**src/vic20_bus_pkg.sv**
```systemverilog
`default_nettype none

package vic20_bus_pkg;

   // ==============================
   // Bus widths
   // ==============================

   localparam int addr_w = 16;              // 64 KiB address space
   localparam int data_w = 8;               // Byte-wide data path

   // ==============================
   // Address map
   // ==============================

   // Upper 12 address bits of the video/sound chip page, 9000-900F
   localparam logic [11:0] chip_page = 12'h900;

   // Region of one bus request
   //   region_chip     : chip page, overrides everything else
   //   region_rom      : top nibble 8, C, D, E or F, writes dropped
   //   region_io_other : rest of the 9xxx block, reads zero
   //   region_ram      : everything else
   typedef enum logic [1:0] {
      region_ram,
      region_rom,
      region_chip,
      region_io_other
   } mem_region_e;

endpackage

`default_nettype wire

```
**src/vic20_chip_pkg.sv**
```systemverilog
`default_nettype none

package vic20_chip_pkg;

   // ==============================
   // Chip register indices
   // ==============================

   typedef enum logic [3:0] {
      reg_xorigin,   // 0
      reg_yorigin,   // 1
      reg_cols,      // 2, bit 7 is screen/colour a9
      reg_rows,      // 3, bit 0 is 8x16 mode
      reg_raster,    // 4, raster line, no raster engine here
      reg_mem_ptr,   // 5, screen and char base
      reg_6,
      reg_7,
      reg_8,
      reg_9,
      reg_base,      // 10
      reg_alto,      // 11
      reg_soprano,   // 12
      reg_noise,     // 13, stored only
      reg_volume,    // 14, aux colour in high nibble
      reg_colour     // 15
   } chip_reg_e;

   // Processor pacing
   typedef enum logic [1:0] {speed_1mhz, speed_2mhz, speed_4mhz} speed_mode_e;

   // ==============================
   // Reset values
   // ==============================

   localparam logic [15:0] rst_screen_addr = 16'h1e00;
   localparam logic [15:0] rst_char_addr   = 16'h8000;
   localparam logic [15:0] rst_colour_addr = 16'h9400;
   localparam logic [6:0]  rst_xorigin     = 7'd12;
   localparam logic [7:0]  rst_yorigin     = 8'd38;
   localparam logic [6:0]  rst_cols        = 7'd22;
   localparam logic [6:0]  rst_rows        = 7'd23;

   // Divider and voice constants
   localparam logic [4:0] div_last         = 5'd24;   // 25 steps per period
   localparam logic [6:0] voice_top        = 7'd127;  // Voice counter limit
   localparam logic [2:0] base_prescale    = 3'd4;    // via4 ticks per step
   localparam logic [2:0] alto_prescale    = 3'd2;
   localparam logic [2:0] soprano_prescale = 3'd1;

endpackage

`default_nettype wire

```
**src/wb_decode.sv**
```systemverilog
`timescale 1ns/1ps
`default_nettype none

module wb_decode
   import vic20_bus_pkg::*, vic20_chip_pkg::*;
(
   input  logic              clk25,
   input  logic              pwr_up_reset_n,
   // Wishbone classic slave
   input  logic              i_wb_cyc,
   input  logic              i_wb_stb,
   input  logic              i_wb_we,
   input  logic [addr_w-1:0] i_wb_adr,
   input  logic [data_w-1:0] i_wb_dat,
   output logic              o_wb_ack,
   output logic [data_w-1:0] o_wb_dat,
   // Chip register bank
   input  logic [data_w-1:0] i_reg_q,
   output logic              o_reg_we,
   output chip_reg_e         o_reg_idx,
   output logic [data_w-1:0] o_reg_dat,
   // System memory
   input  logic [data_w-1:0] i_ram_q,
   output logic              o_ram_we,
   output logic [addr_w-1:0] o_ram_adr,
   output logic [data_w-1:0] o_ram_dat
);

   mem_region_e       region;     // Region of the address on the bus
   mem_region_e       region_q;   // Region of the acked transfer
   logic              seen;       // New transfer this cycle
   logic [data_w-1:0] reg_hold;   // Register readback, valid with ack

   // ==============================
   // Address decode
   // ==============================

   always_comb begin
      if (i_wb_adr[15:4] == chip_page) begin
         region = region_chip;
      end else begin
         case (i_wb_adr[15:12])
            4'h8, 4'hc, 4'hd, 4'he, 4'hf: region = region_rom;   // Char and kernal ROMs
            4'h9:                         region = region_io_other;
            default:                      region = region_ram;
         endcase
      end
   end

   assign seen = i_wb_cyc & i_wb_stb & ~o_wb_ack;   // Second cycle of a held stb is idle

   // Strobes land on the edge that raises ack
   assign o_reg_we  = seen & i_wb_we & (region == region_chip);
   assign o_ram_we  = seen & i_wb_we & (region == region_ram);   // ROM writes dropped
   assign o_reg_idx = chip_reg_e'(i_wb_adr[3:0]);
   assign o_reg_dat = i_wb_dat;
   assign o_ram_adr = i_wb_adr;   // RAM read data lines up with ack
   assign o_ram_dat = i_wb_dat;

   // ==============================
   // Ack and read data
   // ==============================

   always_ff @(posedge clk25) begin
      if (!pwr_up_reset_n) begin
         o_wb_ack <= 1'b0;
         region_q <= region_io_other;
      end else begin
         o_wb_ack <= seen;            // Single-cycle pulse
         if (seen)
            region_q <= region;
      end
   end

   always_ff @(posedge clk25) begin
      if (seen)
         reg_hold <= i_reg_q;
   end

   always_comb begin
      case (region_q)
         region_chip:     o_wb_dat = reg_hold;
         region_io_other: o_wb_dat = '0;
         default:         o_wb_dat = i_ram_q;   // RAM and ROM both from sys_ram
      endcase
   end

endmodule

`default_nettype wire
```
**config.mk**
```make
export PLATFORM = sky130hd
export DESIGN_NAME = wb_decode
export DESIGN_NICKNAME = d
export VERILOG_FILES = /design/src/vic20_bus_pkg.sv /design/src/vic20_chip_pkg.sv /design/src/wb_decode.sv
export SDC_FILE = /design/constraint.sdc
export NUM_CORES = 1
export LEC_CHECK = 0
export ABC_AREA = 1
export BUFFER_PORTS_ARGS = -buffer_cell sky130_fd_sc_hd__buf_4
export CAP_MARGIN = 20
export CORE_AREA = 3 3 50 62
export DETAILED_ROUTE_END_ITERATION = 8
export DIE_AREA = 0 0 53 65
export GPL_ROUTABILITY_DRIVEN = 0
export HOLD_SLACK_MARGIN = 0.15
export PLACE_DENSITY = 0.81
export SLEW_MARGIN = 20
export SYNTH_ARGS = -nofsm -noshare
export SYNTH_HDL_FRONTEND = slang
export SYNTH_SLANG_ARGS = --single-unit
```
**constraint.sdc**
```tcl
create_clock -name clk25 -period 1.03 [get_ports clk25]
set_input_delay 0.0515 -clock clk25 [delete_from_list [all_inputs] [get_ports clk25]]
set_output_delay 0.0515 -clock clk25 [all_outputs]
set_load 0.05 [all_outputs]
```
-- Word level (Yosys, flattened, before mapping)
Index checks and enable logic that the tools add are counted.
- register bits after elaboration: 11
- input bits: 45
- output and inout port bits: 47
- word-level logic and storage cells: 24
- eq/ne operators: 10
- multiplexer cells: 3
- bitwise operators: 6
- reductions and logical operators: 2
- operators by type and width (operator ; count):
    4-bit equality test, second input constant ; 6
    8-bit case mux with 2 select lines ; 1
    12-bit equality test, second input constant ; 1
    2-bit equality test, second input constant ; 3
    1-bit bitwise AND ; 5
    5-bit OR reduction ; 1
    2-bit case mux with 2 select lines ; 1
    2-bit zero test ; 1
    2-bit 2-to-1 mux ; 1
    1-bit NOT ; 1

-- Depth between registers and ports, before layout
- depth in word-level cells: 6
- depth in mapped cells: 6
- gate-level depth less buffers: 6

-- Worst setup path after synthesis
Ideal clock, no wire load.
- kind: flip-flop to output port
- start: reg o_wb_ack
- end: out o_ram_we
- arrival: 1.667 ns
- data required time: 0.978 ns
- slack: -0.689 ns
- stages on the path, launching flop included: 6
- buffers on the path: 0
- cell sequence: dfxtp_1 > nor2_4 > inv_2 > nor2_4 > nand2_1 > nor2_1
- longest elaborated chain between the ends: 4
- ends and longest elaborated chain (what ; line ; source):
    start: declaration ; wb_decode.sv:15 ; output logic o_wb_ack,
    start signal: assignment ; wb_decode.sv:69 ; o_wb_ack <= seen;
    1-bit NOT ; wb_decode.sv:50 ; assign seen = i_wb_cyc & i_wb_stb & ~o_wb_ack;
    1-bit bitwise AND ; wb_decode.sv:50 ;
    named net seen ; wb_decode.sv:31 ; logic seen;
    1-bit bitwise AND (2 in series) ; wb_decode.sv:54 ; assign o_ram_we = seen & i_wb_we & (region == region_ram);
    end: declaration ; wb_decode.sv:24 ; output logic o_ram_we,
The timed path passes the listed nets, and every way through them passes these cells.

-- Worst setup path after layout
- start: in i_wb_dat[4]
- end: out o_reg_dat[4]
- RTL lines (what ; line ; source):
    start: declaration ; wb_decode.sv:14 ; input logic [data_w-1:0] i_wb_dat,
    end: declaration ; wb_decode.sv:21 ; output logic [data_w-1:0] o_reg_dat,
No word-level cell between the ends.

==> flow_metrics.tcl <==
set metrics [dict create \
    status "finished, violations left" \
    violations "negative setup slack" \
    finClkSkew_ps 1.56 \
    rr_worst_depth 6 \
    vias_per_cell 4.41 \
    num_antenna_cells 0 \
    cts_tree "done" \
    first_global_vias 794 \
    hold_depth 5 \
    slew_violations 0 \
    critPathMaxStageDelay_ps 1190 \
    clkLatencyLatePin_ps 260 \
    cp_num_buf_inv 1 \
    intPower_mw 0.960 \
    drc 0 \
    finalWorstSetupSlack_ps -262 \
    die_h_microns 65 \
    setup_viol 34 \
    place_ws_ps -29.7 \
    cts_buffers 3 \
    cts_htree_levels 1 \
    clk_pin_slew_ps 60 \
    rsz0062_at_grt "true" \
    worst_setup_path_start_kind "input port" \
    cts.sinks 11 \
    hold_viol_final 0 \
    syn_area_per_cell_sq_um 8.28 \
    max_freq_mhz 774 \
    hold_class "input port to flop" \
    use_met1_pct 12.1 \
    placedCellCount 157 \
    power.density_mw_per_mm2 1050 \
    busiest_layer "met2" \
    final_common_cell "buf_4" \
    yosysUniqueCellTypes 16 \
    power_switching_mw 0.688 \
    worst_path_max_delay_cell "dlygate4sd3_1" \
    maxCapViolCount 0 \
    worstPathCellList "dlygate4sd3_1" \
    synthCells 104 \
    dp_hpwl_microns 1700 \
    ys_ff_latch 11 \
    drive_gt1_share_pct 61.9 \
    yosysWarnings 0 \
    ant_nets 0 \
    power.total_mw 1.65 \
    max_slew_margin_pct 34.2 \
    use_met2_pct 23.8 \
    pwr-share-comb_pct 52.0 \
    drt_iter0_drc 9 \
    die_area_sq_mm 0.00345 \
    fin_cells 188 \
    antenna_found_initial 0 \
    die_width_microns 53 \
    port_buffers 55 \
    grt_max_degree 12 \
    switching_share_pct 41.8 \
    synth_area_sq_um 861 \
    synth_top_area_share_pct 32.3 \
    final.fill_count 212 \
    syn_to_final_growth_pct 82.8 \
    worst_pin_slew_ps 983 \
    period_needed_ps 1290 \
    path_class "input port to output port" \
    arrival_ps 1240 \
    wirelength_microns 2290 \
    synth-seq-area-share_pct 34.9 \
    overflow 0 \
    num_rows 20 \
    seqCellArea_sq_um 309 \
    peakVddDrop_v 0.000534 \
    timing.final.crit_share_pct 125 \
    holdWs_ps 182 \
    pwr-share-seq_pct 31.1 \
    root_buffer "clkbuf_4" \
    cp_num_cells 1 \
    cp.required_ps 980 \
    wl_per_cell_microns 12.2 \
    critical_path.top_delay_family "buffers and inverters" \
    synth_nets 149 \
    met3_usage_pct 4.60 \
    place_area_sq_mm 0.00117 \
    core_area_sq_mm 0.00253 \
    start_util_pct 34.1 \
    final_cell_mix "buf_4, dlygate4sd3_1, inv_1" \
    grt_pass1_wl_microns 3320 \
    multi_input_area_sq_um 362 \
    num_vias 829 \
    first_pass_iters 3 \
    clk_path_buf_depth 2 \
    p_leak_nw 0.712 \
    fin_area_sq_mm 0.00157 \
    pin_count 92 \
    synth_top_cells_by_area "buf_4, edfxtp_1, dfxtp_1" \
    yosysTopAreaCell "buf_4" \
    cp_max_fo 2 \
    fin_nets 201 \
    clkPwrFrac_pct 16.9 \
    crit_path_end_kind "output port" \
    grt_use_total_pct 13.2 \
]
per-layer routing:
metal	part of all wire, %	wire (microns)	vias up
met5	0	0	-
met4	2.1	49	0
met3	11	259	5
met2	55	1270	61
met1	31	712	364
li1	-	-	399
cell type report:
class,count,area share [%]
clock buffers,4,1.67
well taps,33,2.62
multi-input cells,42,23.0
repair buffers,85,48.8
flip-flops and latches,11,19.6
inverters,13,4.29
repair_timing:
| item | CTS | global route |
|---|---|---|
| hold buffers | 9 | 12 |
| hold endpoints to repair | 35 | 24 |
| setup endpoints to repair | 10 | 10 |
| pin swaps | 2 | 4 |
| setup buffers | 4 | 3 |
| gates resized for setup | 15 | 13 |
state kept, by name, summed over array words and instances (netlist names):
name      count
reg_hold      8
o_wb_ack      1
region_q      2
per-stage QoR:
step                utilization [%]  setup TNS [ps]
finish                         62.3           -7960
CTS                            55.4           -1870
global route                   62.3           -9010
global placement               46.4               0
floorplan                         -            -378
detailed placement             46.4           -72.6
cell families (layout without fill, tap and decap cells):
logic type      after synthesis  after routing  synth area share [%]
buf+inv                      51            102                  40.1
simple gates                 31             31                  18.6
compound gates               11             11                  6.40
flops                        11             11                  34.9
power by group through the flow:
stage                     clock (mW)  combinational, mW  sequential (mW)
after global placement             0              0.528            0.516
final                          0.279              0.857            0.512
after global routing           0.330              0.899            0.513
after CTS                      0.291              0.621            0.509
after detailed placement           0              0.537            0.517
after floorplan                    0              0.609            0.517
cells in the mapped netlist:
master and n:
o21ai_1 10, nand2_1 9, nor2_4 2, nand3_1 9, a21oi_1 1, buf_2 1, nor2_1 8, buf_4 37
nand2_2 1, dfxtp_1 3, nand4_1 1, inv_1 11, nor3_4 1, bufinv_8 1, edfxtp_1 8, inv_2 1
final timing paths:
path                       startpoint                       end  slack, ps
max                       i_wb_dat[4]              o_reg_dat[4]       -260
min                      i_wb_adr[15]  region_q[0]$_SDFFE_PN1N_        180
max reg2reg       o_wb_ack$_SDFF_PN0_  region_q[0]$_SDFFE_PN1N_         10
min reg2reg  region_q[0]$_SDFFE_PN1N_  region_q[0]$_SDFFE_PN1N_        510
Power figures use the tool's default switching activity.
