File: src/vic20_chip_pkg.sv
`default_nettype none

package vic20_chip_pkg;

   // ==============================
   // Chip register indices
   // ==============================

   typedef enum logic [3:0] {
      reg_xorigin,   // 0
      reg_yorigin,   // 1
      reg_cols,      // 2, bit 7 is screen/colour a9
      reg_rows,      // 3, bit 0 is 8x16 mode
      reg_raster,    // 4, raster line, no raster engine here
      reg_mem_ptr,   // 5, screen and char base
      reg_6,
      reg_7,
      reg_8,
      reg_9,
      reg_base,      // 10
      reg_alto,      // 11
      reg_soprano,   // 12
      reg_noise,     // 13, stored only
      reg_volume,    // 14, aux colour in high nibble
      reg_colour     // 15
   } chip_reg_e;

   // Processor pacing
   typedef enum logic [1:0] {speed_1mhz, speed_2mhz, speed_4mhz} speed_mode_e;

   // ==============================
   // Reset values
   // ==============================

   localparam logic [15:0] rst_screen_addr = 16'h1e00;
   localparam logic [15:0] rst_char_addr   = 16'h8000;
   localparam logic [15:0] rst_colour_addr = 16'h9400;
   localparam logic [6:0]  rst_xorigin     = 7'd12;
   localparam logic [7:0]  rst_yorigin     = 8'd38;
   localparam logic [6:0]  rst_cols        = 7'd22;
   localparam logic [6:0]  rst_rows        = 7'd23;

   // Divider and voice constants
   localparam logic [4:0] div_last         = 5'd24;   // 25 steps per period
   localparam logic [6:0] voice_top        = 7'd127;  // Voice counter limit
   localparam logic [2:0] base_prescale    = 3'd4;    // via4 ticks per step
   localparam logic [2:0] alto_prescale    = 3'd2;
   localparam logic [2:0] soprano_prescale = 3'd1;

endpackage

`default_nettype wire

File: src/sound_gen.sv
`timescale 1ns/1ps
`default_nettype none

module sound_gen
   import vic20_chip_pkg::*;
(
   input  logic       clk25,
   input  logic       pwr_up_reset_n,
   input  logic       i_via4_ce,
   input  logic [7:0] i_base,
   input  logic [7:0] i_alto,
   input  logic [7:0] i_soprano,
   input  logic [3:0] i_volume,
   output logic [5:0] o_audio
);

   logic [7:0] voice_byte [3];   // 0 base, 1 alto, 2 soprano
   logic [2:0] presc_last [3];   // Prescaler wrap value
   logic [2:0] presc_cnt  [3];
   logic [6:0] voice_cnt  [3];
   logic [2:0] voice_sq;         // Square outputs
   logic [2:0] voice_on;         // Square gated by enable bit
   logic [1:0] high_cnt;         // Voices currently high

   assign voice_byte[0] = i_base;
   assign voice_byte[1] = i_alto;
   assign voice_byte[2] = i_soprano;

   assign presc_last[0] = base_prescale - 3'd1;
   assign presc_last[1] = alto_prescale - 3'd1;
   assign presc_last[2] = soprano_prescale - 3'd1;

   // ==============================
   // Voice counters
   // ==============================

   always_ff @(posedge clk25) begin
      if (!pwr_up_reset_n) begin
         for (int v = 0; v < 3; v++) begin
            presc_cnt[v] <= 3'd0;
            voice_cnt[v] <= 7'd0;
         end
         voice_sq <= 3'b000;
      end else if (i_via4_ce) begin
         for (int v = 0; v < 3; v++) begin
            if (voice_byte[v][7]) begin            // Bit 7 runs the voice
               if (presc_cnt[v] == presc_last[v]) begin
                  presc_cnt[v] <= 3'd0;
                  if (voice_cnt[v] == voice_top) begin
                     voice_cnt[v] <= voice_byte[v][6:0];   // Reload period
                     voice_sq[v]  <= ~voice_sq[v];
                  end else begin
                     voice_cnt[v] <= voice_cnt[v] + 7'd1;
                  end
               end else begin
                  presc_cnt[v] <= presc_cnt[v] + 3'd1;
               end
            end
         end
      end
   end

   // ==============================
   // Mixer
   // ==============================

   assign voice_on = voice_sq & {i_soprano[7], i_alto[7], i_base[7]};
   assign high_cnt = {1'b0, voice_on[0]} + {1'b0, voice_on[1]} + {1'b0, voice_on[2]};

   always_ff @(posedge clk25) begin
      if (!pwr_up_reset_n)
         o_audio <= 6'd0;
      else
         o_audio <= {4'd0, high_cnt} * {2'd0, i_volume};   // Max 3 x 15
   end

endmodule

`default_nettype wire

File: config.mk
export PLATFORM = sky130hd
export DESIGN_NAME = sound_gen
export DESIGN_NICKNAME = d
export VERILOG_FILES = /design/src/vic20_chip_pkg.sv /design/src/sound_gen.sv
export SDC_FILE = /design/constraint.sdc
export NUM_CORES = 1
export LEC_CHECK = 0
export ABC_AREA = 1
export BUFFER_PORTS_ARGS = -buffer_cell sky130_fd_sc_hd__clkbuf_2
export CORE_MARGIN = 2
export CORE_UTILIZATION = 45
export CTS_CLUSTER_DIAMETER = 30
export DETAILED_ROUTE_END_ITERATION = 16
export GPL_ROUTABILITY_DRIVEN = 0
export PLACE_DENSITY = 0.75
export SLEW_MARGIN = 40
export SYNTH_ARGS = -nofsm -noshare
export SYNTH_HDL_FRONTEND = slang
export SYNTH_SLANG_ARGS = --single-unit
File: constraint.sdc
create_clock -name clk25 -period 3.1 [get_ports clk25]
set_clock_uncertainty 0.05 [all_clocks]
set_input_delay 0.62 -clock clk25 [delete_from_list [all_inputs] [get_ports clk25]]
set_output_delay 0.62 -clock clk25 [all_outputs]
set_load 0.05 [all_outputs]
### Word-level counts from Yosys, hierarchy flattened

Memories as Yosys holds them, arrays and structs flattened.
Cells that the tools add are included.
W data, S select, Z words.

| storage, ports and cells | value |
|---|---|
| bits in registers | 9 |
| RAM bits | 30 |
| input bits | 31 |
| output and inout port bits | 6 |
| logic and storage cells | 119 |
| memories kept | 2 |

Memories:

| memory | depth | bits a word | rd ports | clocked after memory_dff | write ports | line | source |
|---|---|---|---|---|---|---|---|
| voice_cnt | 3 | 7 | 3 | 0 | 3 | sound_gen.sv:20 | `logic [6:0] voice_cnt [3];` |
| presc_cnt | 3 | 3 | 3 | 0 | 3 | sound_gen.sv:19 | `logic [2:0] presc_cnt [3];` |

| operators by class | value |
|---|---|
| add/sub/neg operators | 8 |
| multiply operators | 1 |
| eq/ne operators | 5 |
| mux-type cells | 79 |
| bitwise gates (word level) | 16 |
| reductions and logical operators | 4 |

Operator list:

| kind | number |
|---|---|
| $mux W1 | 67 |
| $mux W7 | 6 |
| $add A7 B1 Y7 const B | 3 |
| $eq A7 B7 Y1 const B | 3 |
| $mux W3 | 6 |
| $or A1 B1 Y1 | 12 |
| $reduce_and A4 Y1 | 3 |
| $add A3 B1 Y3 const B | 3 |
| $mul A2 B4 Y6 | 1 |
| $and A3 B3 Y3 | 1 |
| $eq A3 B1 Y1 const B | 1 |
| $eq A3 B2 Y1 const B | 1 |
| $logic_not A3 Y1 | 1 |
| $not A1 Y1 | 3 |
| $add A1 B1 Y2 | 1 |
| $add A2 B1 Y2 | 1 |

### Logic depth before layout (Yosys ltp)

An unclocked memory read counts as a cell.

| logic depth | value |
|---|---|
| word-level depth | 10 |
| depth in mapped cells | 11 |

### Worst setup path before layout

No wires, ideal clock.

| path | value |
|---|---|
| kind | input port to flip-flop |
| from | in i_base[7] |
| to | reg o_audio[5] |
| library setup time | 0.116 ns |
| arrival | 2.155 ns |
| data required time | 2.934 ns |
| slack | 0.779 ns |
| stages on the path | 9 |
| path through | nand2_1 > fa_1 > nor2_1 > ha_1 > fa_1 > nand2_1 > inv_1 > o21ai_0 > nor2_1 |

| on the way | value |
|---|---|
| longest elaborated chain between the ends | 4 |

Ends and longest elaborated chain:

| element | line | source |
|---|---|---|
| start: declaration | sound_gen.sv:10 | `input logic [7:0] i_base,` |
| $and A3 B3 Y3 | sound_gen.sv:67 | `assign voice_on = voice_sq & {i_soprano[7], i_alto[7], i_base[7]};` |
| $add A1 B1 Y2 | sound_gen.sv:68 | `assign high_cnt = {1'b0, voice_on[0]} + {1'b0, voice_on[1]} + {1'b0, voice_on[2]};` |
| $add A2 B1 Y2 | sound_gen.sv:68 |  |
| $mul A2 B4 Y6 | sound_gen.sv:74 | `o_audio <= {4'd0, high_cnt} * {2'd0, i_volume};` |
| end signal: assignment | sound_gen.sv:74 |  |
| end: declaration | sound_gen.sv:14 | `output logic [5:0] o_audio` |

No other way between the ends.
A chain may end at the register's enable or synchronous reset.

### Final worst setup path

Ends and elaborated chain as after synthesis.

==> flow_summary.json <==
{
  "final_cell_mix": "63 x nor2_1, 60 x nand2_1, 36 x clkbuf_2",
  "cts-root-buf": "clkbuf_8",
  "post-dp-hpwl_um": 3459,
  "cp_max_fo": 5,
  "p_leak_nw": 1.238,
  "switching_share_pct": 24.41,
  "cts_setup_buffers": 0,
  "antenna_found_initial": 0,
  "cts_buffers": 5,
  "syn_avg_cell_area_um2": 8.059,
  "n_fill_cell": 499,
  "grt_pass1_wl_um": 7969,
  "place_area_mm2": 0.002623,
  "critPathArrivalTime_ns": 2.42,
  "clkLatencyLatePin_ns": 0.29,
  "num_vias": 1941,
  "h-tree-depth": 2,
  "min_path_type": "flip-flop to flip-flop",
  "ys_seq_area_share_pct": 45.16,
  "final_max_slew_viol_count": 0,
  "cp.buffers_inverters": 2,
  "combPwrFrac_pct": 9.8,
  "drtIter0Drc": 117,
  "synth_edf_count": 30,
  "fin_area_mm2": 0.002704,
  "yosysUniqueCellTypes": 31,
  "core_mm2": 0.005107,
  "cts.clk_slew.worst_paths_ns": 0.08,
  "synthCells": 297,
  "ant_nets": 0,
  "routedWlPerCell_um": 11.02,
  "grtUsageTotal_pct": 16.70,
  "wirelength_um": 4476,
  "cts_resized": 0,
  "die_x_um": 76.93,
  "cp.depth": 10,
  "syn_nets": 342,
  "hold_violations": 0,
  "setup_viol": 0,
  "die_h_um": 76.93,
  "setup-tns-final_ns": 0,
  "syn2layout_area_growth_pct": 12.96,
  "fin_cells": 406,
  "hold_buffers": 0,
  "rows": 26,
  "clockBufferDepth": 2,
  "dpl.cell_count": 398,
  "drt-vias-per-instance": 4.781,
  "io_pins": 37,
  "setup_ws_ns": 0.8228,
  "grt_overflow": 0,
  "r2r_cells": 9,
  "ir_worst_vdd_mv": 0.1758,
  "ys_warn_count": 0,
  "die_area_mm2": 0.005918,
  "drc": 0,
  "syn-cell-area_mm2": 0.002394,
  "dr.pass1.iters": 4,
  "pwr-share-seq_pct": 58.0,
  "layout-drive-gt1-share_pct": 17.56,
  "slew_headroom_pct": 66.68,
  "place_ws_ns": 0.5068,
  "holdPathStages": 2,
  "cp_data_required_time_ns": 3.24,
  "slowest_delay_ns": 0.61,
  "critPathKind": "input port to flip-flop",
  "clock-sinks": 39,
  "final_common_cell": "nor2_1",
  "io_buffers": 36,
  "p_clk_share_pct": 32.2,
  "fin_nets": 380,
  "synth-seq-cells": 39,
  "synth_ff_type": "edfxtp_1",
  "initial_core_util_pct": 46.86,
  "worstMarginPinSlew_ns": 0.4981,
  "critPathCaptureType": "flip-flop",
  "finalCritPeriodShare_pct": 73.46,
  "power_density_mw_per_mm2": 383.3,
  "p_int_w": 0.0007835,
  "cts_tree": "built",
  "cpLargestDelayFamily": "adder cells",
  "synthArstFlopShare_pct": 0,
  "diodes": 0,
  "slowest_stage": "fa_1",
  "fmax_mhz": 439.1,
  "status": "complete, no violations",
  "crit_path_start_kind": "input port",
  "post-route-min-period_ns": 2.277,
  "worstPathCellList": "clkbuf_2 > nand2_1 > fa_1 > nor2_1 > ha_1 > fa_1 > nand2_1 > inv_1 > o21ai_0 > nor2_1",
  "grt_pass1_vias": 1880,
  "switchingPower_w": 0.0002530,
  "grt_max_degree": 22,
  "maxCapViolCount": 0,
  "rsz0062_at_grt": "no"
}
## worst register-to-register path: stages, from the launching register on
cell	delay, ns
dfxtp_1	0.35
nand2_1	0.08
fa_1	0.61
nor2_1	0.07
ha_1	0.20
fa_1	0.38
nand2_1	0.07
inv_1	0.04
o21ai_0	0.14
nor2_1	0.06
## metal layers
metal	part of all wire, %	track usage, %	wire, um	vias to the layer above
li1	-	-	-	1029
met1	48	20.76	2165	856
met2	46	28.25	2046	51
met3	4.6	3.882	204	5
met4	1.3	6.182	60	0
met5	0	0	0	-
## logic make-up (layout without fill, tap and decap cells)
kind of cell	Yosys count	count (layout)	synth area share, %
and+or+nand+nor	166	166	29.64
buffers and inverters	45	84	7.893
DFF	39	39	45.16
AOI/OAI and AO/OA	22	22	5.332
adders and majority gates	14	14	7.946
xor gates and xnor gates	11	11	4.025
## flip-flops by register name, indices dropped and copies added (netlist names)
| register | flops |
|---|---|
| voice_cnt | 21 |
| presc_cnt | 9 |
| o_audio | 6 |
| voice_sq | 3 |
## layout make-up
| class | count | area (um^2) | area share (%) |
|---|---|---|---|
| tap | 70 | 87.58 | 3.239 |
| timing repair buffer | 36 | 180.2 | 6.664 |
| inverter | 40 | 150.1 | 5.553 |
| multi-input combinational | 213 | 1124 | 41.55 |
| clock inverter | 1 | 5.005 | 0.1851 |
| sequential | 39 | 1081 | 39.98 |
| clock buffer | 7 | 76.32 | 2.823 |
## synthesized netlist by cell type, types with 4 or more instances
cell type  count  area share (%)
nor2_1        63             9.9
nand2_1       60             9.4
inv_1         35             5.5
edfxtp_1      30              38
nand3_1       18             3.8
ha_1          12             6.3
dfxtp_1        9             7.5
nor3_1         8             1.7
xor2_1         7             2.6
o21ai_0        6             1.3
inv_2          5            0.78
nand2_2        5             1.3
o21ai_1        5             1.0
a21oi_1        4            0.84
nor2_2         4             1.0
xnor2_1        4             1.5
## worst paths after layout
kind,start,end,slack (ns)
setup / recovery,i_base[7],o_audio[5]$_SDFF_PN0_,0.82
hold / removal,voice_sq[2]$_SDFFE_PN0P_,voice_sq[2]$_SDFFE_PN0P_,0.47
setup reg to reg,voice_sq[0]$_SDFFE_PN0P_,o_audio[5]$_SDFF_PN0_,0.94
hold reg to reg,voice_sq[2]$_SDFFE_PN0P_,voice_sq[2]$_SDFFE_PN0P_,0.47
## stage by stage
step           hold WS (ns)  utilization [%]  total power [W]
3_3_place_gp         0.4641            51.35        0.0007119
4_1_cts              0.4770            52.94         0.001051
3_5_place_dp         0.4660            51.35        0.0007160
2_1_floorplan        0.4461                -        0.0006774
6_report             0.4745            52.94         0.001036
5_1_grt              0.5211            52.94         0.001088
## power by group through the flow
stage / registers (W) / logic [W] / clock network (W)
after floorplan: 0.000609 / 0.0000683 / 0
after global placement: 0.000612 / 0.0000998 / 0
after detailed placement: 0.000614 / 0.000102 / 0
after CTS: 0.000602 / 0.000103 / 0.000346
after global routing: 0.000605 / 0.000119 / 0.000364
final: 0.000602 / 0.000101 / 0.000333
Note: power is estimated with default switching activity, not from simulation.
