`src/vic20_bus_pkg.sv`:
```
`default_nettype none

package vic20_bus_pkg;

   // ==============================
   // Bus widths
   // ==============================

   localparam int addr_w = 16;              // 64 KiB address space
   localparam int data_w = 8;               // Byte-wide data path

   // ==============================
   // Address map
   // ==============================

   // Upper 12 address bits of the video/sound chip page, 9000-900F
   localparam logic [11:0] chip_page = 12'h900;

   // Region of one bus request
   //   region_chip     : chip page, overrides everything else
   //   region_rom      : top nibble 8, C, D, E or F, writes dropped
   //   region_io_other : rest of the 9xxx block, reads zero
   //   region_ram      : everything else
   typedef enum logic [1:0] {
      region_ram,
      region_rom,
      region_chip,
      region_io_other
   } mem_region_e;

endpackage

`default_nettype wire

```
`src/vic20_chip_pkg.sv`:
```
`default_nettype none

package vic20_chip_pkg;

   // ==============================
   // Chip register indices
   // ==============================

   typedef enum logic [3:0] {
      reg_xorigin,   // 0
      reg_yorigin,   // 1
      reg_cols,      // 2, bit 7 is screen/colour a9
      reg_rows,      // 3, bit 0 is 8x16 mode
      reg_raster,    // 4, raster line, no raster engine here
      reg_mem_ptr,   // 5, screen and char base
      reg_6,
      reg_7,
      reg_8,
      reg_9,
      reg_base,      // 10
      reg_alto,      // 11
      reg_soprano,   // 12
      reg_noise,     // 13, stored only
      reg_volume,    // 14, aux colour in high nibble
      reg_colour     // 15
   } chip_reg_e;

   // Processor pacing
   typedef enum logic [1:0] {speed_1mhz, speed_2mhz, speed_4mhz} speed_mode_e;

   // ==============================
   // Reset values
   // ==============================

   localparam logic [15:0] rst_screen_addr = 16'h1e00;
   localparam logic [15:0] rst_char_addr   = 16'h8000;
   localparam logic [15:0] rst_colour_addr = 16'h9400;
   localparam logic [6:0]  rst_xorigin     = 7'd12;
   localparam logic [7:0]  rst_yorigin     = 8'd38;
   localparam logic [6:0]  rst_cols        = 7'd22;
   localparam logic [6:0]  rst_rows        = 7'd23;

   // Divider and voice constants
   localparam logic [4:0] div_last         = 5'd24;   // 25 steps per period
   localparam logic [6:0] voice_top        = 7'd127;  // Voice counter limit
   localparam logic [2:0] base_prescale    = 3'd4;    // via4 ticks per step
   localparam logic [2:0] alto_prescale    = 3'd2;
   localparam logic [2:0] soprano_prescale = 3'd1;

endpackage

`default_nettype wire

```
`src/vic_regs.sv`:
```
`timescale 1ns/1ps
`default_nettype none

module vic_regs
   import vic20_bus_pkg::*, vic20_chip_pkg::*;
(
   input  logic              clk25,
   input  logic              pwr_up_reset_n,
   input  logic              i_reg_we,
   input  chip_reg_e         i_reg_idx,
   input  logic [data_w-1:0] i_reg_dat,
   output logic [data_w-1:0] o_reg_q,
   // Sound
   output logic [7:0]        o_base,
   output logic [7:0]        o_alto,
   output logic [7:0]        o_soprano,
   output logic [3:0]        o_volume,
   // Video configuration
   output logic [15:0]       o_screen_addr,
   output logic [15:0]       o_char_addr,
   output logic [15:0]       o_colour_addr,
   output logic [6:0]        o_xorigin,
   output logic [7:0]        o_yorigin,
   output logic [6:0]        o_cols,
   output logic [6:0]        o_rows,
   output logic              o_chars8x16,
   output logic [2:0]        o_border,
   output logic [3:0]        o_back,
   output logic [3:0]        o_aux,
   output logic              o_inverted
);

   logic [data_w-1:0] regs [16];   // Last written byte per index
   logic              colour_a9;   // Colour RAM a9, own reset value

   // Raster line and unused indices hold nothing
   function automatic logic writable(chip_reg_e idx);
      return !(idx inside {reg_raster, reg_6, reg_7, reg_8, reg_9});
   endfunction

   // Bytes that reproduce the reset configuration
   function automatic logic [7:0] reset_byte(chip_reg_e idx);
      case (idx)
         reg_xorigin: return {1'b0, rst_xorigin};
         reg_yorigin: return rst_yorigin;
         reg_cols:    return {rst_screen_addr[9], rst_cols};
         reg_rows:    return {1'b0, rst_rows};
         reg_mem_ptr: return {~rst_screen_addr[15], rst_screen_addr[12:10],
                              ~rst_char_addr[15], rst_char_addr[12:10]};
         default:     return 8'h00;   // Voices off, volume 0
      endcase
   endfunction

   // ==============================
   // Register writes
   // ==============================

   always_ff @(posedge clk25) begin
      if (!pwr_up_reset_n) begin
         for (int i = 0; i < 16; i++)
            regs[i] <= reset_byte(chip_reg_e'(i));
         colour_a9 <= rst_colour_addr[9];
      end else if (i_reg_we) begin
         if (writable(i_reg_idx))
            regs[i_reg_idx] <= i_reg_dat;
         if (i_reg_idx == reg_cols)
            colour_a9 <= i_reg_dat[7];      // Shares bit 7 with screen a9
      end
   end

   assign o_reg_q = writable(i_reg_idx) ? regs[i_reg_idx] : '0;   // Reg 4 reads 0

   // ==============================
   // Field mapping
   // ==============================

   // Base addresses, inverted top bit as on the real chip
   assign o_screen_addr = {~regs[reg_mem_ptr][7], rst_screen_addr[14:13],
                           regs[reg_mem_ptr][6:4], regs[reg_cols][7],
                           rst_screen_addr[8:0]};
   assign o_char_addr   = {~regs[reg_mem_ptr][3], rst_char_addr[14:13],
                           regs[reg_mem_ptr][2:0], rst_char_addr[9:0]};
   assign o_colour_addr = {rst_colour_addr[15:10], colour_a9, rst_colour_addr[8:0]};

   assign o_xorigin   = regs[reg_xorigin][6:0];
   assign o_yorigin   = regs[reg_yorigin];
   assign o_cols      = regs[reg_cols][6:0];
   assign o_rows      = regs[reg_rows][6:0];
   assign o_chars8x16 = regs[reg_rows][0];       // Overlaps rows lsb
   assign o_border    = regs[reg_colour][2:0];
   assign o_inverted  = regs[reg_colour][3];
   assign o_back      = regs[reg_colour][7:4];
   assign o_aux       = regs[reg_volume][7:4];

   // Sound side
   assign o_base    = regs[reg_base];
   assign o_alto    = regs[reg_alto];
   assign o_soprano = regs[reg_soprano];
   assign o_volume  = regs[reg_volume][3:0];

endmodule

`default_nettype wire

```
`config.mk`:
```
export PLATFORM = sky130hd
export DESIGN_NAME = vic_regs
export DESIGN_NICKNAME = d
export VERILOG_FILES = /design/src/vic20_bus_pkg.sv /design/src/vic20_chip_pkg.sv /design/src/vic_regs.sv
export SDC_FILE = /design/constraint.sdc
export NUM_CORES = 1
export LEC_CHECK = 0
export ABC_CLOCK_PERIOD_IN_PS = 2300
export BUFFER_PORTS_ARGS = -buffer_cell sky130_fd_sc_hd__buf_2
export CORE_AREA = 4 4 122 124
export CTS_BUF_LIST = sky130_fd_sc_hd__clkbuf_4 sky130_fd_sc_hd__clkbuf_8
export CTS_CLUSTER_DIAMETER = 120
export DETAILED_ROUTE_END_ITERATION = 16
export DIE_AREA = 0 0 126 128
export PLACE_DENSITY_LB_ADDON = 0.3
export SETUP_SLACK_MARGIN = 0.2
export SKIP_LAST_GASP = 1
export SLEW_MARGIN = 40
export SYNTH_ARGS = -nofsm -noshare
export SYNTH_HDL_FRONTEND = slang
export SYNTH_SLANG_ARGS = --single-unit
```
`constraint.sdc`:
```
create_clock -name clk25 -period 2.3 [get_ports clk25]
set_input_delay 0.23 -clock clk25 [delete_from_list [all_inputs] [get_ports clk25]]
set_output_delay 0.23 -clock clk25 [all_outputs]
set_load 0.05 [all_outputs]
```
# == Word-level counts from Yosys, hierarchy flattened ==
# Memories as Yosys holds them, arrays and structs flattened.
# Index checks and enable logic that the tools add are counted.
# totals
register_bits,1
ramBits,128
in_bits,15
out_inout_bits,126
elab_cells,28
memories,1
# mem_list
name,words,width,rd,rd_ports_with_merged_regs,wr,line_no,source
regs,16,8,11,0,16,vic_regs.sv:33,logic [data_w-1:0] regs [16];
# op_classes
n_eq_ne,6
n_mux,15
bitwise_logic,2
reduce_logical,3
# ops
op,n
8-bit two-way mux,8
"4-bit by 3-bit equality test with 1-bit output, second input constant",3
"4-bit equality test, second input constant",2
8-bit OR reduction,1
1-bit two-way mux,6
5-bit nonzero test,1
"4-bit by 2-bit equality test with 1-bit output, second input constant",1
4-bit two-way mux,1
1-bit inverter,2
2-bit AND reduction,1

# == Depth between registers and ports, before layout ==
# depth
ltp_word,8
depth_mapped,7

# == Least setup slack after synthesis ==
# No wires, ideal clock.
# synth_path
path_kind,register to output
start,memory regs[1][6]
end,output o_reg_q[6]
arrival_ns,1.888
required_time_ns,2.070
path_slack_ns,0.182
stages_incl_launch_ff,5
n_path_buf,0
cell_sequence,edfxtp_1 mux4_2 nor2b_1 a311oi_1 a21oi_1
# synth_lines
element,line_no,source
start: declaration,vic_regs.sv:33,
end: declaration,vic_regs.sv:12,"output logic [data_w-1:0] o_reg_q,"

==> impl_metrics.py <==
metrics = {
    "outcome": {
        "status": "complete, no violations",
    },
    "setup_path": {
        "critPathKind": "reg2out",
        "path_cells": "mux4_2 > nor2b_4 > a311oi_2 > a21oi_2 > buf_6",
        "slowest_delay_ns": 0.48,
        "cp.arrival_ns": 1.94,
        "crit_required_ns": 2.07,
        "cpLargestDelayFamily": "multiplexers",
        "slowest_stage": "mux4_2",
        "endpoint_kind": "primary output",
        "start_kind": "register",
        "path_buf_inv": 1,
        "cp_max_fo": 2,
    },
    "yosys": {
        "syn_area_sq_um": 5564,
        "synth.top_cell.area_share_pct": 58.83,
        "synthTopCellsByArea": "edfxtp_1, buf_4, mux4_2",
        "yosys.area_share.adder_pct": 0,
        "synthMuxAreaShare_pct": 9.737,
        "yosysTopAreaCell": "edfxtp_1",
        "ys_seq_area_share_pct": 59.19,
        "syn_area_per_cell_sq_um": 13.60,
        "yosys.area_share.simple_pct": 15.43,
        "ys_warn_count": 0,
        "synth-seq-cells": 110,
        "syn_inst": 409,
        "synth_common_cells": "edfxtp_1, and2_1, buf_4",
        "synth-compound-area-share_pct": 4.273,
        "yosys.cell_types.count": 35,
        "synth_top_family_by_area": "simple AND/OR/NAND/NOR gates",
        "synth_ff_type": "edfxtp_1",
        "synth_xor_area_share_pct": 0,
        "synth.most_common_cell": "edfxtp_1",
        "async_reset_ff_share_pct": 0,
        "synth_edf_count": 109,
    },
    "power": {
        "clkPwrFrac_pct": 26.1,
        "power_switching_w": 0.001502,
        "power_density_nw_per_um2": 705.1,
        "internal-power_w": 0.003183,
        "switching_share_pct": 32.07,
        "p_total_w": 0.004685,
        "ir_drop_uv": 440.8,
        "p_comb_share_pct": 22.9,
        "seqPwrFrac_pct": 51.0,
        "leakagePower_nw": 2.699,
    },
    "flow_run": {
        "maxCapViolCount": 0,
    },
    "timing": {
        "setup_tns_ns": 0,
        "period_share_pct": 94.53,
        "finalHoldViolations": 0,
        "finClkSkew_ns": 0,
        "setup_viol": 0,
        "relSlewSlack_pct": 62.06,
        "drv_slew": 0,
        "worst_pin_slew_ns": 0.5669,
        "rsz0062_at_grt": "yes",
        "fmax_mhz": 459.9,
        "min_period_ns": 2.174,
    },
    "placed_design": {
        "io_buffers": 102,
        "hpwl_mm": 10.80,
        "gp_congestion": 0.8096,
        "place_area_sq_um": 6150,
    },
    "global_routing": {
        "gr-total-overflow": 0,
        "grt_pass1_wl_mm": 21.91,
        "grt_max_degree": 24,
        "grt.total_usage_pct": 18.18,
        "grt_antenna_before_repair": 0,
        "first_global_vias": 3635,
    },
    "detailed_routing": {
        "drt-initial-drc-count": 277,
        "vias_per_cell": 4.955,
        "wl_per_cell_um": 19.96,
        "drt_pass1_iterations": 5,
        "vias": 3642,
        "routed_wl_mm": 14.67,
        "ant_nets": 0,
        "drc": 0,
    },
    "clock_network": {
        "clkTransAtPathRegs_ns": 0.10,
        "cts_htree_levels": 3,
        "cts_buffers": 9,
        "postCtsHoldBufs": 0,
        "cts_tree": "yes",
        "cts_buffer_depth": 2,
        "clock_latency_ns": 0.39,
        "cts.sinks": 110,
        "root_buffer": "clkbuf_8",
    },
    "die": {
        "initial_core_util_pct": 40.40,
        "ios": 141,
        "num_rows": 43,
        "fp.dieArea_sq_um": 16130,
        "coreArea_sq_um": 13770,
        "dieWidth_um": 126,
        "dieHeight_um": 128,
    },
    "layout": {
        "antenna_cells": 0,
        "drive_gt1_share_pct": 38.56,
        "finalNetCount": 565,
        "fillers": 1221,
        "finalInstanceArea_sq_um": 6645,
        "areaGrowthSynthToFinish_pct": 19.43,
    },
    "hold_path": {
        "hp-class": "in2reg",
    },
}
==> sequential cells by signal, summed over array words and instances (netlist names) <==
name / flops
colour_a9: 1
regs: 109
==> stage by stage <==
step / setup slack, ns / cells / hold slack, ns / utilization [%]
6_report: 0.1258 / 735 / 0.2496 / 48.25
5_1_grt: 0.06420 / 735 / 0.2780 / 48.25
4_1_cts: 0.1172 / 723 / 0.2291 / 47.37
3_5_place_dp: 0.1619 / 691 / 0.4994 / 44.65
3_3_place_gp: 0.1874 / 691 / 0.4887 / 44.65
2_1_floorplan: 0.3855 / 466 / 0.4078 / -
==> cells by family after synthesis <==
group / after synthesis
multiplexers: 26
buffers and inverters: 91
flip-flops: 110
AND/OR/NAND/NOR: 142
AO/OA/AOI/OAI: 38
other: 2
==> power groups by stage <==
stage                     registers [W]  logic, W  clock network (W)
after floorplan                 0.00263  0.000625                  0
after global placement          0.00244  0.000986                  0
after detailed placement        0.00244  0.000990                  0
after CTS                       0.00239   0.00104            0.00124
after global routing            0.00240   0.00112            0.00133
final                           0.00239   0.00107            0.00122
==> worst paths after layout <==
check,from,to,slack (ns),depth (start not counted)
setup / recovery,regs[0][6],o_reg_q[6],0.13,5
hold / removal,i_reg_we,colour_a9,0.25,4
setup reg to reg,colour_a9,colour_a9,1.68,2
hold reg to reg,colour_a9,colour_a9,0.53,2
==> area by class of cell <==
cell class,instances,area (sq um),share of cell area [%]
flip-flops and latches,110,3293,49.56
multi-input cells,265,1888,28.41
repair buffers,158,1012,15.23
well taps,180,225.2,3.389
clock buffers,12,158.9,2.391
clock inverters,4,45.04,0.6778
inverters,6,22.52,0.3389
==> worst register-to-register path: cells and delay by family (launching register included) <==
kind / cells / cell delay (ns)
flip-flops: 1 / 0.33
multiplexers: 1 / 0.13
AND/OR/NAND/NOR: 1 / 0.05
==> metal layers <==
layer | track usage [%] | vias up | wire, um
li1 | - | 1641 | -
met3 | 4.833 | 10 | 1320
met4 | 4.038 | 0 | 180
met1 | 25.62 | 1814 | 6376
met2 | 28.54 | 177 | 6796
met5 | 0 | - | 0
==> cell usage in the layout, fill, tap and decap left out, types with 4 or more instances in the layout <==
cell,count
o311a_1,7
nand2b_1,12
a21oi_1,15
or3_1,11
o22ai_1,7
and2_1,67
buf_6,9
nand2_1,10
nor3_2,4
buf_4,53
nand3_1,10
mux4_2,22
conb_1,59
o21ai_0,7
edfxtp_1,109
nor2_1,6
clkbuf_8,11
nand2_2,7
and3_1,5
buf_2,93
inv_1,6
==> what timing repair did <==
| action | CTS | global route |
|---|---|---|
| setup endpoints to repair | 8 | 8 |
| pin swaps | 1 | 4 |
| gates resized for setup | 18 | 10 |
| buffers inserted | 16 | 12 |
No activity file was read; power rests on OpenSTA's default activity.
