### src/vic20_chip_pkg.sv
`default_nettype none

package vic20_chip_pkg;

   // ==============================
   // Chip register indices
   // ==============================

   typedef enum logic [3:0] {
      reg_xorigin,   // 0
      reg_yorigin,   // 1
      reg_cols,      // 2, bit 7 is screen/colour a9
      reg_rows,      // 3, bit 0 is 8x16 mode
      reg_raster,    // 4, raster line, no raster engine here
      reg_mem_ptr,   // 5, screen and char base
      reg_6,
      reg_7,
      reg_8,
      reg_9,
      reg_base,      // 10
      reg_alto,      // 11
      reg_soprano,   // 12
      reg_noise,     // 13, stored only
      reg_volume,    // 14, aux colour in high nibble
      reg_colour     // 15
   } chip_reg_e;

   // Processor pacing
   typedef enum logic [1:0] {speed_1mhz, speed_2mhz, speed_4mhz} speed_mode_e;

   // ==============================
   // Reset values
   // ==============================

   localparam logic [15:0] rst_screen_addr = 16'h1e00;
   localparam logic [15:0] rst_char_addr   = 16'h8000;
   localparam logic [15:0] rst_colour_addr = 16'h9400;
   localparam logic [6:0]  rst_xorigin     = 7'd12;
   localparam logic [7:0]  rst_yorigin     = 8'd38;
   localparam logic [6:0]  rst_cols        = 7'd22;
   localparam logic [6:0]  rst_rows        = 7'd23;

   // Divider and voice constants
   localparam logic [4:0] div_last         = 5'd24;   // 25 steps per period
   localparam logic [6:0] voice_top        = 7'd127;  // Voice counter limit
   localparam logic [2:0] base_prescale    = 3'd4;    // via4 ticks per step
   localparam logic [2:0] alto_prescale    = 3'd2;
   localparam logic [2:0] soprano_prescale = 3'd1;

endpackage

`default_nettype wire

### src/clk_enable_gen.sv
`timescale 1ns/1ps
`default_nettype none

module clk_enable_gen
   import vic20_chip_pkg::*;
(
   input  logic        clk25,
   input  logic        pwr_up_reset_n,
   input  speed_mode_e i_speed_mode,
   input  logic        i_halt,
   output logic        o_cpu_ce,
   output logic        o_via_ce,
   output logic        o_via4_ce
);

   logic [4:0] div_cnt;     // 0..24
   logic [3:0] cpu_mask;    // Low divider bits that must be zero for cpu tick
   logic [3:0] via4_mask;   // Same for via4 tick
   logic       cpu_hit;
   logic       via4_hit;

   // Mode decode, all ticks land in steps 0..15
   always_comb begin
      case (i_speed_mode)
         speed_1mhz: begin
            cpu_mask  = 4'b1111;   // Step 0
            via4_mask = 4'b0011;   // Steps 0,4,8,12
         end
         speed_2mhz: begin
            cpu_mask  = 4'b0111;   // Steps 0,8
            via4_mask = 4'b0001;   // Even steps
         end
         default: begin            // speed_4mhz
            cpu_mask  = 4'b0011;
            via4_mask = 4'b0000;   // Every step below 16
         end
      endcase
   end

   assign cpu_hit  = ~div_cnt[4] & ((div_cnt[3:0] & cpu_mask) == 4'd0);
   assign via4_hit = ~div_cnt[4] & ((div_cnt[3:0] & via4_mask) == 4'd0);

   // ==============================
   // Divider and registered enables
   // ==============================

   always_ff @(posedge clk25) begin
      if (!pwr_up_reset_n) begin
         div_cnt   <= 5'd0;
         o_cpu_ce  <= 1'b0;
         o_via_ce  <= 1'b0;
         o_via4_ce <= 1'b0;
      end else begin
         div_cnt   <= (div_cnt == div_last) ? 5'd0 : div_cnt + 5'd1;
         o_cpu_ce  <= cpu_hit & ~i_halt;    // Halt stops all pacing
         o_via_ce  <= cpu_hit & ~i_halt;    // VIA phase 2 follows cpu
         o_via4_ce <= via4_hit & ~i_halt;
      end
   end

endmodule

`default_nettype wire

### config.mk
export PLATFORM = sky130hd
export DESIGN_NAME = clk_enable_gen
export DESIGN_NICKNAME = d
export VERILOG_FILES = /design/src/vic20_chip_pkg.sv /design/src/clk_enable_gen.sv
export SDC_FILE = /design/constraint.sdc
export NUM_CORES = 1
export LEC_CHECK = 0
export BUFFER_PORTS_ARGS = -buffer_cell sky130_fd_sc_hd__buf_2
export CAP_MARGIN = 5
export CORE_AREA = 5 5 42 44
export DETAILED_ROUTE_END_ITERATION = 8
export DIE_AREA = 0 0 47 49
export GPL_TIMING_DRIVEN = 0
export PLACE_DENSITY_LB_ADDON = 0.05
export SKIP_CTS_REPAIR_TIMING = 1
export SLEW_MARGIN = 10
export SYNTH_ARGS = -nofsm -noshare
export SYNTH_HDL_FRONTEND = slang
export SYNTH_SLANG_ARGS = --single-unit
### constraint.sdc
create_clock -name clk25 -period 1.1 [get_ports clk25]
set_clock_uncertainty 0.05 [all_clocks]
set_input_delay 0.055 -clock clk25 [delete_from_list [all_inputs] [get_ports clk25]]
set_output_delay 0.055 -clock clk25 [all_outputs]
set_load 0.1 [all_outputs]
======== Word-level counts from Yosys, hierarchy flattened ========
Cells that the tools add are included.
Widths: inputs -> output; s select.
cells by class
  $add $sub $neg .......................... 1
  multiply operators ...................... 0
  div/mod/pow operators ................... 0
  magnitude comparators ................... 0
  equality and inequality tests ........... 2
  shifts and indexed selects .............. 0
  mux-type cells .......................... 2
  bitwise operators ....................... 9
  reductions and logical operators ........ 4
operators with widths
  cell                 number
  $and 4x4->4          2
  $logic_not 4->1      2
  $pmux 4 s2           1
  $add 5x1->5 const B  1
  $eq 5x5->1 const B   1
  $and 1x1->1          4
  $pmux 2 s2           1
  $not 1->1            3
  $eq 2x1->1 const B   1
  $logic_not 2->1      1
  $reduce_or 2->1      1
storage, ports and cells
  bits in registers ....................... 7
  bits in latches ......................... 0
  RAM bits ................................ 0
  bits in read-only memories .............. 0
  memories kept ........................... 0

======== Logic depth before layout (Yosys ltp) ========
Gate-level depths: netlist (run 1).
  depth after elaboration ................. 6
  gate-level depth with buffers ........... 5
  gate-level depth less buffers ........... 5

======== Worst setup path before layout (run 1) ========
No wires, ideal clock.
  kind .................................... flip-flop to output port
  start point ............................. reg o_via_ce
  end point ............................... out o_via_ce
  arrival time ............................ 1356 ps
  slack ................................... -361 ps
  stages on the path, launching flop included .. 2
  path buffers ............................ 1
  path through ............................ dfxtp_1 -> buf_4
RTL lines
  element                 line                  source
  from (decl)             clk_enable_gen.sv:12  output logic o_via_ce,
  from (signal assigned)  clk_enable_gen.sv:56  o_via_ce <= cpu_hit & ~i_halt;
No word-level cell between the ends.

======== Worst setup path in the final report (run 1) ========
  start point ............................. reg o_via_ce
  end point ............................... out o_via_ce
No word-level cell between the ends.

==> impl_metrics.env, run 1 <==
export IMPL_drc=0
export IMPL_ir_drop_v=0.000422
export IMPL_max_freq_ghz=0.958
export IMPL_power_leakage_nw=0.194
export IMPL_worst_pin_slew_ps=304
export IMPL_min_to="o_via4_ce"
export IMPL_antenna_cells=0
export IMPL_regToRegStartpoint="div_cnt[0]"
export IMPL_clkTransAtPathRegs_ps=50
export IMPL_slew_headroom=0.798
export IMPL_cp_end_kind="output port"
export IMPL_cp_required_ps=1000
export IMPL_htreeDepth=1
export IMPL_die_area_um2=2300
export IMPL_gp_congestion=0.712
export IMPL_first_pass_iters=2
export IMPL_hold_viol=0
export IMPL_fill_cells=159
export IMPL_drv_slew=0
export IMPL_die_w_um=47
export IMPL_multiInputGateArea_um2=140
export IMPL_die_h_um=49
export IMPL_async_flop_share=0
export IMPL_vias=243
export IMPL_status="finished, final reports clean"
export IMPL_r2r_setup_slack_ps=60
export IMPL_drive_above_1_share=0.455
export IMPL_cts_buffer_depth=2
export IMPL_max_cap_violations=0
export IMPL_grt_overflow=0
export IMPL_cts_buffers=3
export IMPL_critPathLaunch="o_via_ce"
export IMPL_synth_main_ff_cell="dfxtp_1"
export IMPL_rsz0062_at_grt="false"
export IMPL_syn_instance_count=30
export IMPL_core_um2=1400
export IMPL_seqCellArea_um2=149
export IMPL_setup_violations_final=0
export IMPL_worstReg2RegEnd="div_cnt[1]"
export IMPL_min_period_over_period=0.949
export IMPL_hold_class="primary input to flop"
export IMPL_min_period_ps=1040
export IMPL_area_delta_synth_final_pct=42.2
export IMPL_placed_area_um2=355
export IMPL_grt_max_degree=6
export IMPL_ys_top_cells_by_count="7 x dfxtp_1, 4 x nor2_1, 3 x inv_1"
export IMPL_powerDensity_nw_per_um2=1490
export IMPL_synth_edf_count=0
export IMPL_synth_seq_cells=7
export IMPL_wl_per_cell_um=9.98
export IMPL_grt_pass1_vias=233
export IMPL_holdPathStages=3
export IMPL_portBuffers=7
export IMPL_core_rowCount=14
export IMPL_grt_pass1_wl_um=931
export IMPL_synthTopCellsByArea="dfxtp_1 47%, ha_1 8.4%, xor2_1 5.9%, nor2_1 5.1%, nor3b_2 4.2%"
export IMPL_worst_setup_path_start_kind="flop"
export IMPL_nets=52
export IMPL_vias_per_cell=4.05
export IMPL_hpwl_um=491
export IMPL_yosys_warnings=0
export IMPL_utilization=0.301
export IMPL_ant_nets=0
export IMPL_yosysTopAreaCell="dfxtp_1"
export IMPL_min_from="i_halt"
export IMPL_clk_latency_ps=250
export IMPL_whs_ps=22.8
export IMPL_avgSynthCellArea_um2=9.88
export IMPL_synth_nets=37
export IMPL_netlist_cell_type_count=15
export IMPL_drt_iter0_drc=2
export IMPL_setup_tns_ps=0
export IMPL_syn_area_um2=297
export IMPL_seq_area_frac_synth=0.473
export IMPL_crit_type="flop to output port"
export IMPL_worstPathMaxFanout=2
export IMPL_cts_root_buf="clkbuf_4"
export IMPL_floorplan_initialDensity=0.212
export IMPL_antenna_found_initial=0
export IMPL_clock_sinks=7
export IMPL_wl_um=599
export IMPL_fin_area_um2=422
export IMPL_cp_arrival_ps=940
export IMPL_cts_tree="built"
export IMPL_post_synth_top_count_cell="dfxtp_1"
export IMPL_synth_top_cell_area_share=0.473
export IMPL_rr_worst_depth=4
export IMPL_boundaryPins=8
export IMPL_track_usage=0.0593
export IMPL_power_total_uw=630
==> cell families after synthesis <==
group,share of synthesized area
buffers and inverters,0.0633
adders and majority gates,0.0844
AOI/OAI and AO/OA,0.0928
DFF,0.473
xor gates and xnor gates,0.0886
and+or+nand+nor,0.198
==> power by group <==
group | leakage, nW | total, mW | switching [mW] | internal (mW)
Sequential | 0.0589 | 0.281 | 0.0134 | 0.268
Combinational | 0.121 | 0.122 | 0.0760 | 0.0456
Clock | 0.0150 | 0.227 | 0.0891 | 0.138
==> state kept, by name (all words and copies together), names as in the netlist <==
signal / flops
div_cnt: 5
o_via4_ce: 1
o_via_ce: 1
==> critical path, stage by stage (launching register included) <==
cell	delay, ps
dfxtp_4	330
buf_4	90
buf_4	270
==> cells in the final DEF (no fill, tap or decap), types with 2 or more instances in the layout <==
| cell | n |
|---|---|
| clkbuf_4 | 5 |
| nor2_1 | 4 |
| buf_4 | 4 |
| dfxtp_1 | 4 |
| buf_2 | 4 |
| inv_1 | 2 |
| nand3_1 | 2 |
| xor2_1 | 2 |
| a21oi_1 | 2 |
| dfxtp_4 | 2 |
==> layout make-up <==
| type | count | share of cell area |
|---|---|---|
| Sequential cell | 7 | 0.353 |
| Clock buffer | 4 | 0.0623 |
| Buffer | 1 | 0.0178 |
| Multi-Input combinational cell | 19 | 0.332 |
| Inverter | 3 | 0.0267 |
| Timing Repair Buffer | 10 | 0.160 |
| Tap cell | 16 | 0.0475 |
==> worst max-delay path by stage <==
stage | to | slack, ps | cells after the start
after floorplan | o_via4_ce | 90 | 0
after global placement | div_cnt[2] | -20 | 5
after global routing | div_cnt[1] | 1 | 4
after CTS | o_via_ce | -90 | 2
after detailed placement | div_cnt[4] | -30 | 5
final | o_via_ce | 60 | 2
==> metrics by stage <==
stage	setup slack, ps	instances
global placement	-18.7	53
CTS	-87.0	57
global route	1.15	60
finish	56.3	60
detailed placement	-32.1	53
floorplan	86.0	30
==> layer usage <==
layer	part of all wire	track usage	vias to the layer above
met2	0.41	0.0701	8
met4	0.010	0.0553	0
met3	0.13	0.0258	2
met1	0.45	0.0752	106
met5	0	0	-
li1	-	-	127
Power figures use the tool's default switching activity.
==> run 2, diff against run 1 <==
==> constraint.sdc (replaced) <==
create_clock -name clk25 -period 1.1 [get_ports clk25]
set_clock_uncertainty 0.05 [all_clocks]
set_input_delay 0 -clock clk25 [delete_from_list [all_inputs] [get_ports clk25]]
set_output_delay 0 -clock clk25 [all_outputs]
set_load 0.1 [all_outputs]
==> run 2 against run 1 <==
  * Sequential power hardly changed
  * Count of clock-buffer cells in the layout stayed put
  * Critical path depth is 1 lower
  * Register-to-register slack better by 20 ps
  * First-iteration DRC count is 100% lower
  * Clock power is 3% higher
  * Critical endpoint is now o_cpu_ce
==> impl_metrics.env, run 2 (synthesis gave the netlist of run 1 again) <==
export IMPL_cts_tree="built"
export IMPL_htreeDepth=1
export IMPL_core_rowCount=14
export IMPL_max_cap_violations=0
export IMPL_fill_cells=163
export IMPL_vias_per_cell=4.18
export IMPL_ir_drop_v=0.000586
export IMPL_slew_headroom=0.679
export IMPL_critical_path_slowest_cell="buf_2"
export IMPL_cp_arrival_ps=980
export IMPL_grt_pass1_vias=232
export IMPL_cp_top_family="buffers and inverters"
export IMPL_grt_util_met3=0.0517
export IMPL_die_h_um=49
export IMPL_timing_final_ws_setup_ps=70.6
export IMPL_powerDensity_nw_per_um2=1470
export IMPL_clkTransAtPathRegs_ps=50
export IMPL_rr_worst_depth=4
export IMPL_grt_overflow=0
export IMPL_worst_pin_slew_ps=485
export IMPL_top_regs="div_cnt: 5 flops, o_via4_ce: 1 flops, o_via_ce: 1 flops"
export IMPL_vias=255
export IMPL_hold_class="primary input to flop"
export IMPL_cp_required_ps=1050
export IMPL_largest_reg_flops=5
export IMPL_power_total_uw=642
export IMPL_grt_pass1_wl_um=959
export IMPL_min_period_ps=1030
export IMPL_rsz0062_at_grt="false"
export IMPL_grt_busiest_layer="met2"
export IMPL_hold_viol=0
export IMPL_use_met2=0.0769
export IMPL_worstPathBufferInverterCount=1
export IMPL_drc=0
export IMPL_drt_iter0_drc=0
export IMPL_max_freq_ghz=0.971
export IMPL_drive_above_1_share=0.444
export IMPL_antenna_found_initial=0
export IMPL_grt_use_met1=0.0614
export IMPL_first_pass_iters=1
export IMPL_min_period_over_period=0.936
export IMPL_clk_latency_ps=250
export IMPL_cpPeakStageDelay_ps=410
export IMPL_ant_nets=0
export IMPL_crit_chain="buf_2"
export IMPL_portBuffers=7
export IMPL_die_w_um=47
export IMPL_cts_root_buf="clkbuf_4"
export IMPL_power_leakage_nw=0.198
export IMPL_cts_buffer_depth=2
export IMPL_holdPathStages=4
export IMPL_floorplan_initialDensity=0.212
export IMPL_grt_max_degree=6
export IMPL_track_usage=0.0640
export IMPL_crit_type="flop to output port"
export IMPL_clock_sinks=7
export IMPL_die_area_um2=2300
export IMPL_wl_um=590
export IMPL_setup_violations_final=0
export IMPL_top_register="div_cnt"
export IMPL_worstPathMaxFanout=2
export IMPL_wl_per_cell_um=9.67
export IMPL_gp_congestion=0.678
export IMPL_cp_end_kind="output port"
export IMPL_cts_buffers=3
export IMPL_core_um2=1400
export IMPL_nets=53
export IMPL_status="finished, final reports clean"
export IMPL_antenna_cells=0
export IMPL_cp_depth=1
export IMPL_worst_setup_path_start_kind="flop"
export IMPL_final_cell_mix="6 x buf_2, 4 x nor2_1, 4 x clkbuf_4, 4 x dfxtp_1, 3 x dlygate4sd3_1"
export IMPL_drv_slew=0
export IMPL_boundaryPins=8
export IMPL_final_common_cell="buf_2"
export IMPL_place_ws_ps=-22.7
export IMPL_area_delta_synth_final_pct=47.3
run 2: changes by cell type in the layout (fill, tap and decap cells not counted), sizes merged:
cell / change
dlygate4sd3: +2
clkbuf: -1
run 2: layout make-up:
| cell class | instances | area, um2 | share of cell area |
|---|---|---|---|
| multi-input cells | 19 | 150 | 0.344 |
| flip-flops and latches | 7 | 146 | 0.335 |
| repair buffers | 11 | 75.1 | 0.172 |
| clock buffers | 4 | 26.3 | 0.0602 |
| well taps | 16 | 20.0 | 0.0458 |
| inverters | 3 | 11.3 | 0.0258 |
| plain buffers | 1 | 7.51 | 0.0172 |
run 2: path summary, 6_finish.rpt:
kind / startpoint / endpoint / slack (ps)
worst min-delay path: i_speed_mode[0] / o_via4_ce / 110
worst max-delay path: o_via_ce / o_cpu_ce / 70
worst min register to register: div_cnt[0] / div_cnt[0] / 400
worst max register to register: div_cnt[0] / div_cnt[4] / 80
run 2: power breakdown:
group          switching, mW  total, mW  internal [mW]
registers             0.0138      0.283          0.269
clock network         0.0949      0.233          0.138
logic                 0.0783      0.126         0.0480
run 2: per-stage QoR:
| stage | hold slack, ps | util | setup TNS [ps] | instances | instance area [um2] |
|---|---|---|---|---|---|
| finish | 107 | 0.312 | 0 | 61 | 437 |
| global placement | 180 | 0.252 | -46.6 | 53 | 353 |
| detailed placement | 180 | 0.252 | -71.7 | 53 | 353 |
| CTS | -80.3 | 0.271 | -143 | 57 | 379 |
| global route | 120 | 0.312 | 0 | 61 | 437 |
| floorplan | 73.8 | - | 0 | 30 | 298 |
run 2: routing by layer:
metal  vias to the layer above  wire length, um  share of wire
met5                         -                0              0
met3                         4               66           0.11
li1                        129                -              -
met1                       113              268           0.45
met2                         9              233           0.39
met4                         0               23          0.039
